File: src/hdl/graph_geometry_pkg.sv
package graph_geometry_pkg;

    // Detectors delivered per measurement round
    localparam int GRID_WIDTH_X = 4;

    // Rounds kept in the history buffer by default, must be at least 2
    localparam int GRID_WIDTH_U_DEFAULT = 3;

    // Width of the fill counter, enough for depths up to 15
    localparam int ROUND_COUNT_WIDTH = 4;

    // One round of detector bits, bit n is detector n
    typedef logic [GRID_WIDTH_X-1:0] detector_round_t;

    // Number of rounds currently held in the buffer
    typedef logic [ROUND_COUNT_WIDTH-1:0] round_count_t;

endpackage

File: src/hdl/correction_format_pkg.sv
package correction_format_pkg;

    // One spatial link between each pair of neighbouring detectors
    localparam int SPATIAL_COUNT = graph_geometry_pkg::GRID_WIDTH_X - 1;

    // One temporal link per detector position, round 0 to round 1
    localparam int TEMPORAL_COUNT = graph_geometry_pkg::GRID_WIDTH_X;

    localparam int CORRECTION_COUNT = SPATIAL_COUNT + TEMPORAL_COUNT;

    // Spatial block first, temporal block above it
    localparam int SPATIAL_OFFSET = 0;
    localparam int TEMPORAL_OFFSET = SPATIAL_OFFSET + SPATIAL_COUNT;

    typedef logic [SPATIAL_COUNT-1:0] spatial_flags_t;
    typedef logic [TEMPORAL_COUNT-1:0] temporal_flags_t;
    typedef logic [CORRECTION_COUNT-1:0] correction_t;

endpackage

File: src/hdl/syndrome_round_buffer.sv
`timescale 1ns/1ps

module syndrome_round_buffer #(
    parameter int GRID_WIDTH_U = graph_geometry_pkg::GRID_WIDTH_U_DEFAULT
) (
    input  logic                                clk,
    input  logic                                rst_i,
    input  logic                                measurements_valid_i,
    input  graph_geometry_pkg::detector_round_t measurements_i,
    output graph_geometry_pkg::detector_round_t round0_o,
    output graph_geometry_pkg::detector_round_t round1_o,
    output logic                                shift_valid_o,
    output logic                                history_full_o
);

    localparam graph_geometry_pkg::round_count_t FULL_COUNT =
        graph_geometry_pkg::round_count_t'(GRID_WIDTH_U);
    localparam graph_geometry_pkg::round_count_t LAST_FILL_COUNT =
        graph_geometry_pkg::round_count_t'(GRID_WIDTH_U - 1);

    // Index 0 is the oldest round, GRID_WIDTH_U-1 the newest
    graph_geometry_pkg::detector_round_t rounds [GRID_WIDTH_U];
    graph_geometry_pkg::round_count_t    fill_count;

    // Round stack, every entry moves one step toward round 0 per strobe
    always_ff @(posedge clk) begin
        if (measurements_valid_i) begin
            for (int k = 0; k < GRID_WIDTH_U - 1; k++) begin
                rounds[k] <= rounds[k+1];
            end
            rounds[GRID_WIDTH_U-1] <= measurements_i; // Newest round enters at the top
        end
    end

    always_ff @(posedge clk) begin
        if (rst_i) begin
            fill_count    <= '0;
            shift_valid_o <= 1'b0;
        end else begin
            if (measurements_valid_i && (fill_count != FULL_COUNT)) begin
                fill_count <= fill_count + 1'b1; // Saturates at full depth
            end
            // Pulse once this strobe completes or follows a full history
            shift_valid_o <= measurements_valid_i && (fill_count >= LAST_FILL_COUNT);
        end
    end

    assign round0_o       = rounds[0];
    assign round1_o       = rounds[1];
    assign history_full_o = (fill_count == FULL_COUNT);

endmodule

File: src/hdl/spatial_link_array.sv
`timescale 1ns/1ps

module spatial_link_array (
    input  logic                                   clk,
    input  logic                                   rst_i,
    input  logic                                   round_valid_i,
    input  graph_geometry_pkg::detector_round_t    round0_i,
    output correction_format_pkg::spatial_flags_t  spatial_flags_o,
    output logic                                   spatial_valid_o
);

    correction_format_pkg::spatial_flags_t pair_defects;

    // Link n joins detectors n and n+1 of the oldest round
    always_comb begin
        for (int n = 0; n < correction_format_pkg::SPATIAL_COUNT; n++) begin
            pair_defects[n] = round0_i[n] & round0_i[n+1];
        end
    end

    always_ff @(posedge clk) begin
        if (round_valid_i) begin
            spatial_flags_o <= pair_defects;
        end
    end

    always_ff @(posedge clk) begin
        if (rst_i) begin
            spatial_valid_o <= 1'b0;
        end else begin
            spatial_valid_o <= round_valid_i; // One cycle behind the flags' source
        end
    end

endmodule

File: src/hdl/temporal_link_array.sv
`timescale 1ns/1ps

module temporal_link_array (
    input  logic                                   clk,
    input  logic                                   rst_i,
    input  logic                                   round_valid_i,
    input  graph_geometry_pkg::detector_round_t    round0_i,
    input  graph_geometry_pkg::detector_round_t    round1_i,
    output correction_format_pkg::temporal_flags_t temporal_flags_o,
    output logic                                   temporal_valid_o
);

    correction_format_pkg::temporal_flags_t repeat_defects;

    // Same detector flagged in two consecutive rounds
    always_comb begin
        for (int n = 0; n < correction_format_pkg::TEMPORAL_COUNT; n++) begin
            repeat_defects[n] = round0_i[n] & round1_i[n];
        end
    end

    always_ff @(posedge clk) begin
        if (round_valid_i) begin
            temporal_flags_o <= repeat_defects;
        end
    end

    always_ff @(posedge clk) begin
        if (rst_i) begin
            temporal_valid_o <= 1'b0;
        end else begin
            temporal_valid_o <= round_valid_i; // Lockstep with the spatial array
        end
    end

endmodule

File: src/hdl/correction_assembler.sv
`timescale 1ns/1ps

module correction_assembler (
    input  logic                                   clk,
    input  logic                                   rst_i,
    input  logic                                   spatial_valid_i,
    input  correction_format_pkg::spatial_flags_t  spatial_flags_i,
    input  correction_format_pkg::temporal_flags_t temporal_flags_i,
    output correction_format_pkg::correction_t     correction_o,
    output logic                                   correction_valid_o
);

    correction_format_pkg::correction_t correction_next;

    // Place each link block at its offset in the correction vector
    always_comb begin
        correction_next = '0;
        correction_next[correction_format_pkg::SPATIAL_OFFSET +:
                        correction_format_pkg::SPATIAL_COUNT] = spatial_flags_i;
        correction_next[correction_format_pkg::TEMPORAL_OFFSET +:
                        correction_format_pkg::TEMPORAL_COUNT] = temporal_flags_i;
    end

    // Temporal flags arrive with the same pulse, so one valid is enough
    always_ff @(posedge clk) begin
        if (rst_i) begin
            correction_o       <= '0;
            correction_valid_o <= 1'b0;
        end else begin
            if (spatial_valid_i) begin
                correction_o <= correction_next; // Held until the next pulse
            end
            correction_valid_o <= spatial_valid_i;
        end
    end

endmodule

File: src/hdl/decoding_graph_top.sv
`timescale 1ns/1ps

module decoding_graph_top #(
    parameter int GRID_WIDTH_U = graph_geometry_pkg::GRID_WIDTH_U_DEFAULT
) (
    input  logic                                clk,
    input  logic                                rst_i,
    input  logic                                measurements_valid_i,
    input  graph_geometry_pkg::detector_round_t measurements_i,
    output correction_format_pkg::correction_t  correction_o,
    output logic                                correction_valid_o,
    output logic                                history_full_o
);

    graph_geometry_pkg::detector_round_t    round0;
    graph_geometry_pkg::detector_round_t    round1;
    logic                                   shift_valid;
    correction_format_pkg::spatial_flags_t  spatial_flags;
    logic                                   spatial_valid;
    correction_format_pkg::temporal_flags_t temporal_flags;

    syndrome_round_buffer #(
        .GRID_WIDTH_U(GRID_WIDTH_U)
    ) u_round_buffer (
        .clk                  (clk),
        .rst_i                (rst_i),
        .measurements_valid_i (measurements_valid_i),
        .measurements_i       (measurements_i),
        .round0_o             (round0),
        .round1_o             (round1),
        .shift_valid_o        (shift_valid),
        .history_full_o       (history_full_o)
    );

    spatial_link_array u_spatial_links (
        .clk             (clk),
        .rst_i           (rst_i),
        .round_valid_i   (shift_valid),
        .round0_i        (round0),
        .spatial_flags_o (spatial_flags),
        .spatial_valid_o (spatial_valid)
    );

    // Temporal valid always coincides with spatial_valid
    temporal_link_array u_temporal_links (
        .clk              (clk),
        .rst_i            (rst_i),
        .round_valid_i    (shift_valid),
        .round0_i         (round0),
        .round1_i         (round1),
        .temporal_flags_o (temporal_flags),
        .temporal_valid_o ()
    );

    correction_assembler u_assembler (
        .clk                (clk),
        .rst_i              (rst_i),
        .spatial_valid_i    (spatial_valid),
        .spatial_flags_i    (spatial_flags),
        .temporal_flags_i   (temporal_flags),
        .correction_o       (correction_o),
        .correction_valid_o (correction_valid_o)
    );

endmodule

File: config.mk
export PLATFORM = sky130hd
export DESIGN_NAME = decoding_graph_top
export DESIGN_NICKNAME = d
export VERILOG_FILES = /design/src/hdl/graph_geometry_pkg.sv /design/src/hdl/correction_format_pkg.sv /design/src/hdl/syndrome_round_buffer.sv /design/src/hdl/spatial_link_array.sv /design/src/hdl/temporal_link_array.sv /design/src/hdl/correction_assembler.sv /design/src/hdl/decoding_graph_top.sv
export SDC_FILE = /design/constraint.sdc
export NUM_CORES = 1
export LEC_CHECK = 0
export BUFFER_PORTS_ARGS = -buffer_cell sky130_fd_sc_hd__buf_2
export CORE_ASPECT_RATIO = 0.6
export CORE_UTILIZATION = 45
export CTS_BUF_LIST = sky130_fd_sc_hd__clkbuf_16
export CTS_CLUSTER_DIAMETER = 100
export DETAILED_ROUTE_END_ITERATION = 16
export MAX_ROUTING_LAYER = met4
export PLACE_DENSITY = 0.75
export REMOVE_ABC_BUFFERS = 1
export SLEW_MARGIN = 30
export SYNTH_ARGS = -nofsm -noshare
export SYNTH_HDL_FRONTEND = slang
export SYNTH_SLANG_ARGS = --single-unit
File: constraint.sdc
create_clock -name clk -period 2.9 [get_ports clk]
set_clock_uncertainty 0.1 [all_clocks]
set_input_delay 0.29 -clock clk [delete_from_list [all_inputs] [get_ports clk]]
set_output_delay 0.29 -clock clk [all_outputs]
set_load 0.01 [all_outputs]
After elaboration in Yosys (flattened, before gate mapping):

Memories as Yosys holds them, arrays and structs flattened.
Cells that the tools add are included.

* output and inout port bits: 9
* memories kept: 1
* input bits: 7
* word-level logic and storage cells: 23
* bits in registers: 21
* memory bits (writable): 12

* bitwise logic cells: 7
* multiplexer cells: 2
* eq/ne operators: 2
* $add $sub $neg: 1
* reduce and logical (&&, ||, !) cells: 2
* magnitude comparators: 1

Memories
* u_round_buffer.rounds: words 3, bits a word 4, read ports 3, clocked after Yosys merged registers in 0, write ports 3, RTL line syndrome_round_buffer.sv:22 `graph_geometry_pkg::detector_round_t rounds [GRID_WIDTH_U];`

Operators with widths (count)
* $and 1x1->1: 7
* $add 4x1->4 const B: 1
* $eq 4x2->1 const B: 1
* $ge 4x2->1 const B: 1
* $ne 4x2->1 const B: 1
* $logic_and 1x1->1: 2
* $mux 1: 2

Logic depth before layout (Yosys ltp):

* depth in word-level cells: 2
* depth in mapped cells: 4
* mapped depth without buffers: 4

By module:

From an unflattened synthesis, not the netlist that was laid out.

* cell total of the unflattened synthesis: 89
* area total of the unflattened synthesis: 1261.2 sq um

By module, submodules not included
* syndrome_round_buffer: instances 1, area each 661.9 sq um, sequential area each 460.4 sq um, cells an instance 46
* correction_assembler: instances 1, area each 277.8 sq um, sequential area each 160.2 sq um, cells an instance 25
* temporal_link_array: instances 1, area each 178.9 sq um, sequential area each 140.1 sq um, cells an instance 10
* spatial_link_array: instances 1, area each 142.6 sq um, sequential area each 110.1 sq um, cells an instance 8

Worst setup path before layout:

Ideal clock, no wire load.

* path kind: register -> output
* start point: register u_round_buffer.fill_count[1]
* end point: output port history_full_o
* path slack: 1.471 ns
* path buffers: 0
* arrival: 1.039 ns
* required time: 2.510 ns
* stages on the path, launching flop included: 4
* cell sequence: dfxtp_1 -> ha_1 -> or3b_4 -> inv_1

* word-level cells in the longest chain between the ends: 1

Ends and longest elaborated chain
* from (decl): RTL line syndrome_round_buffer.sv:23 `graph_geometry_pkg::round_count_t fill_count;`
* from (signal assigned): RTL line syndrome_round_buffer.sv:41 `fill_count <= fill_count + 1'b1;`
* $eq 4x2->1: RTL line syndrome_round_buffer.sv:50 `assign history_full_o = (fill_count == FULL_COUNT);`
* to (decl): RTL line decoding_graph_top.sv:12 `output logic history_full_o`

No other way between the ends.

Worst setup path after layout:

Ends and elaborated chain as after synthesis.

==> key figures <==
Floorplanning
  – Die ar.: between 2000 and 3000 um2
  – Starting density of the core: 0.504
  – # IOs: 16
  – Placement row count: 13
  – Die width: 67.2 um
  – Core Footprint: between 2000 and 2500 um2
  – Die Y-Extent: slightly above 40 um

Place
  – Routability cong.: between 0.7 and 0.8
  – Port bufs: 15
  – DP Area: approximately 1200 um2

Cells and area
  – N_diodes: 0
  – Final layout net count: ~110
  – P&R area growth vs syn: 20.6%
  – Share of post-route cells with drive strength above 1: 0.224
  – Most frequent cells in the layout: 19 x edfxtp_1, 15 x buf_2, 14 x dfxtp_1, 8 x nor2_1
  – Area of the multi-input gates: approximately 280 um2
  – Seq. cell area: between 800 and 900 um2
  – Finished Core Util: 0.608
  – Design area: 1390 um2
  – Most common cell after layout, fill and taps aside: edfxtp_1
  – FILL cells: ~180

STA
  – Final Hold Viols: 0
  – Min Hold Slack: 0.0951 ns
  – Count of pins over their slew limit: 0
  – Post-layout min period: around 1.9 ns
  – Maximum clock frequency: 535 MHz
  – Setup_tns: 0 ns
  – Worst rel slew slack: 0.744
  – Tightest Pin Transition: between 0.3 and 0.4 ns
  – Period utilisation layout: 0.645
  – Unrepaired setup endpoints after global routing: false
  – Setup violators final: 0

Drt
  – Post-route DRC violation count: 0
  – 1st-iter DRT viols: 23
  – Antenna-violating nets left: 0
  – Final wirelength: around 1500 um
  – First-pass detailed-route iteration total: 4
  – Vias per inst: 4.70
  – Via count: roughly 600
  – Wirelength per Cell: between 10 and 15 um

Synth
  – Syn_area_per_cell: about 15 um2
  – Post-Synthesis Cells: 78
  – Synth Warn #: 0
  – Seq cells post-synth: 33
  – Mapped Area: ~1100 um2
  – Library cells used by synthesis: 22
  – Sequential fraction of the synthesis area: 0.741

Pwr
  – Max IR drop VDD: 0.000477 V
  – Switching Power: about 190 uW
  – Lkg Pwr: 0.545 nW
  – Clock group share of total power: 0.451
  – Int Pwr: about 840 uW
  – Sequential Power Share: 0.515
  – Power Dens Cells: about 750 nW/um2
  – Switching share of power: 0.184
  – Combinational Power Share: 0.033
  – Overall Power: between 1 and 1.5 mW

Critical path
  – Worst setup path class: reg2out
  – Critical Path End Type: output pin
  – Startpoint Class: flip-flop
  – Arr. time, crit path: roughly 1.5 ns
  – Peak fanout along the critical path: 5
  – Worst Path Required: 2.51 ns

Clock tree
  – CTS Sinks: 33
  – Clk buf depth: 2
  – CTS clock-pin slew for the worst setup and hold paths: 0.05 ns
  – Cts repair resizes: 0
  – Total CTS buffers: 5
  – Post-CTS Setup Bufs: 0
  – Htree depth: 2
  – Hold_buf cts: 0
  – CTS tree: yes
  – Root Driver: clkbuf_16
  – Clk_lat worst skew: roughly 0.27 ns

Run status
  – Status: finished, final reports clean

GRT
  – Overflow after GRT: 0
  – Vias in the first global route: 532
  – Gr usage total: 0.140
  – Initial antenna violation count: 0
  – First-pass GRT wire length: ~2300 um
  – Largest net degree at the start of global routing: 21

Worst hold path
  – Hold Crit Class: in2reg

Job
  – # Max-Cap Violations: 0
-- metal layers --
layer,routed length [um],up-vias,GRT usage
met5,0,-,-
met4,36,0,0.112
met3,130,5,0.0750
met2,582,24,0.198
met1,719,261,0.150
li1,-,311,-
-- flip-flops by register name, indices dropped and copies added (netlist names) --
| signal | flops |
|---|---|
| u_assembler.correction_o | 7 |
| u_spatial_links.spatial_valid_o | 1 |
| u_assembler.correction_valid_o | 1 |
| u_temporal_links.temporal_flags_o | 4 |
| u_round_buffer.rounds | 12 |
| u_spatial_links.spatial_flags_o | 3 |
| u_round_buffer.shift_valid_o | 1 |
| u_round_buffer.fill_count | 4 |
-- through the flow --
step | setup slack [ns] | cells
floorplan | 1.47 | 75
global placement | 1.37 | 120
detailed placement | 1.32 | 120
CTS | 1.02 | 128
global route | 0.958 | 128
finish | 1.03 | 128
-- final cells by class --
type / count / area share
timing repair buffer: 15 / 0.0542
inverter: 2 / 0.00542
tap: 30 / 0.0271
clock inverter: 3 / 0.00813
sequential: 33 / 0.614
clock buffer: 5 / 0.0903
multi-input combinational: 40 / 0.201
-- worst paths after layout --
path,startpoint,to,slack (ns),depth (start not counted)
max,u_round_buffer.fill_count[1],history_full_o,1.03,4
min,measurements_i[2],u_round_buffer.rounds[0][10],0.1,1
max reg2reg,u_round_buffer.fill_count[1],u_round_buffer.fill_count[1],1.34,3
min reg2reg,u_round_buffer.rounds[0][11],u_round_buffer.rounds[0][7],0.31,0
-- cells by family after synthesis --
logic type | synth area share
flops | 0.741
simple gates | 0.121
mux | 0.0610
compound gates | 0.0305
buf+inv | 0.0174
fa+ha+maj | 0.0218
xor+xnor | 0.00763
-- cells in the mapped netlist --
cell type / number / area share
nor4_1: 1 / 0.0055
a21oi_1: 2 / 0.0087
a21oi_2: 1 / 0.0076
or3b_4: 1 / 0.0098
nand2_1: 2 / 0.0065
xor2_1: 1 / 0.0076
a311oi_1: 1 / 0.0076
clkbuf_1: 2 / 0.0065
and2_1: 7 / 0.038
nor3b_1: 1 / 0.0065
inv_1: 2 / 0.0065
nor2b_1: 2 / 0.011
mux2i_1: 7 / 0.061
nand4b_1: 1 / 0.0076
a21o_1: 1 / 0.0065
edfxtp_1: 19 / 0.50
nand3_1: 1 / 0.0044
dfxtp_1: 14 / 0.24
nor2_1: 8 / 0.026
buf_2: 1 / 0.0044
nand4_1: 1 / 0.0055
ha_1: 2 / 0.022
-- worst max-delay path: stages (launching register included) --
cell	delay, ns
dfxtp_1	0.40
ha_1	0.21
or3b_4	0.42
inv_1	0.06
buf_2	0.12
-- power by group through the flow --
stage	Sequential [mW]	Combinational (mW)	Clock, mW
final	0.533	0.0345	0.467
after detailed placement	0.542	0.0346	0
after global routing	0.535	0.0387	0.501
after global placement	0.540	0.0337	0
after CTS	0.533	0.0347	0.479
after floorplan	0.539	0.0179	0
Power figures use the tool's default switching activity.
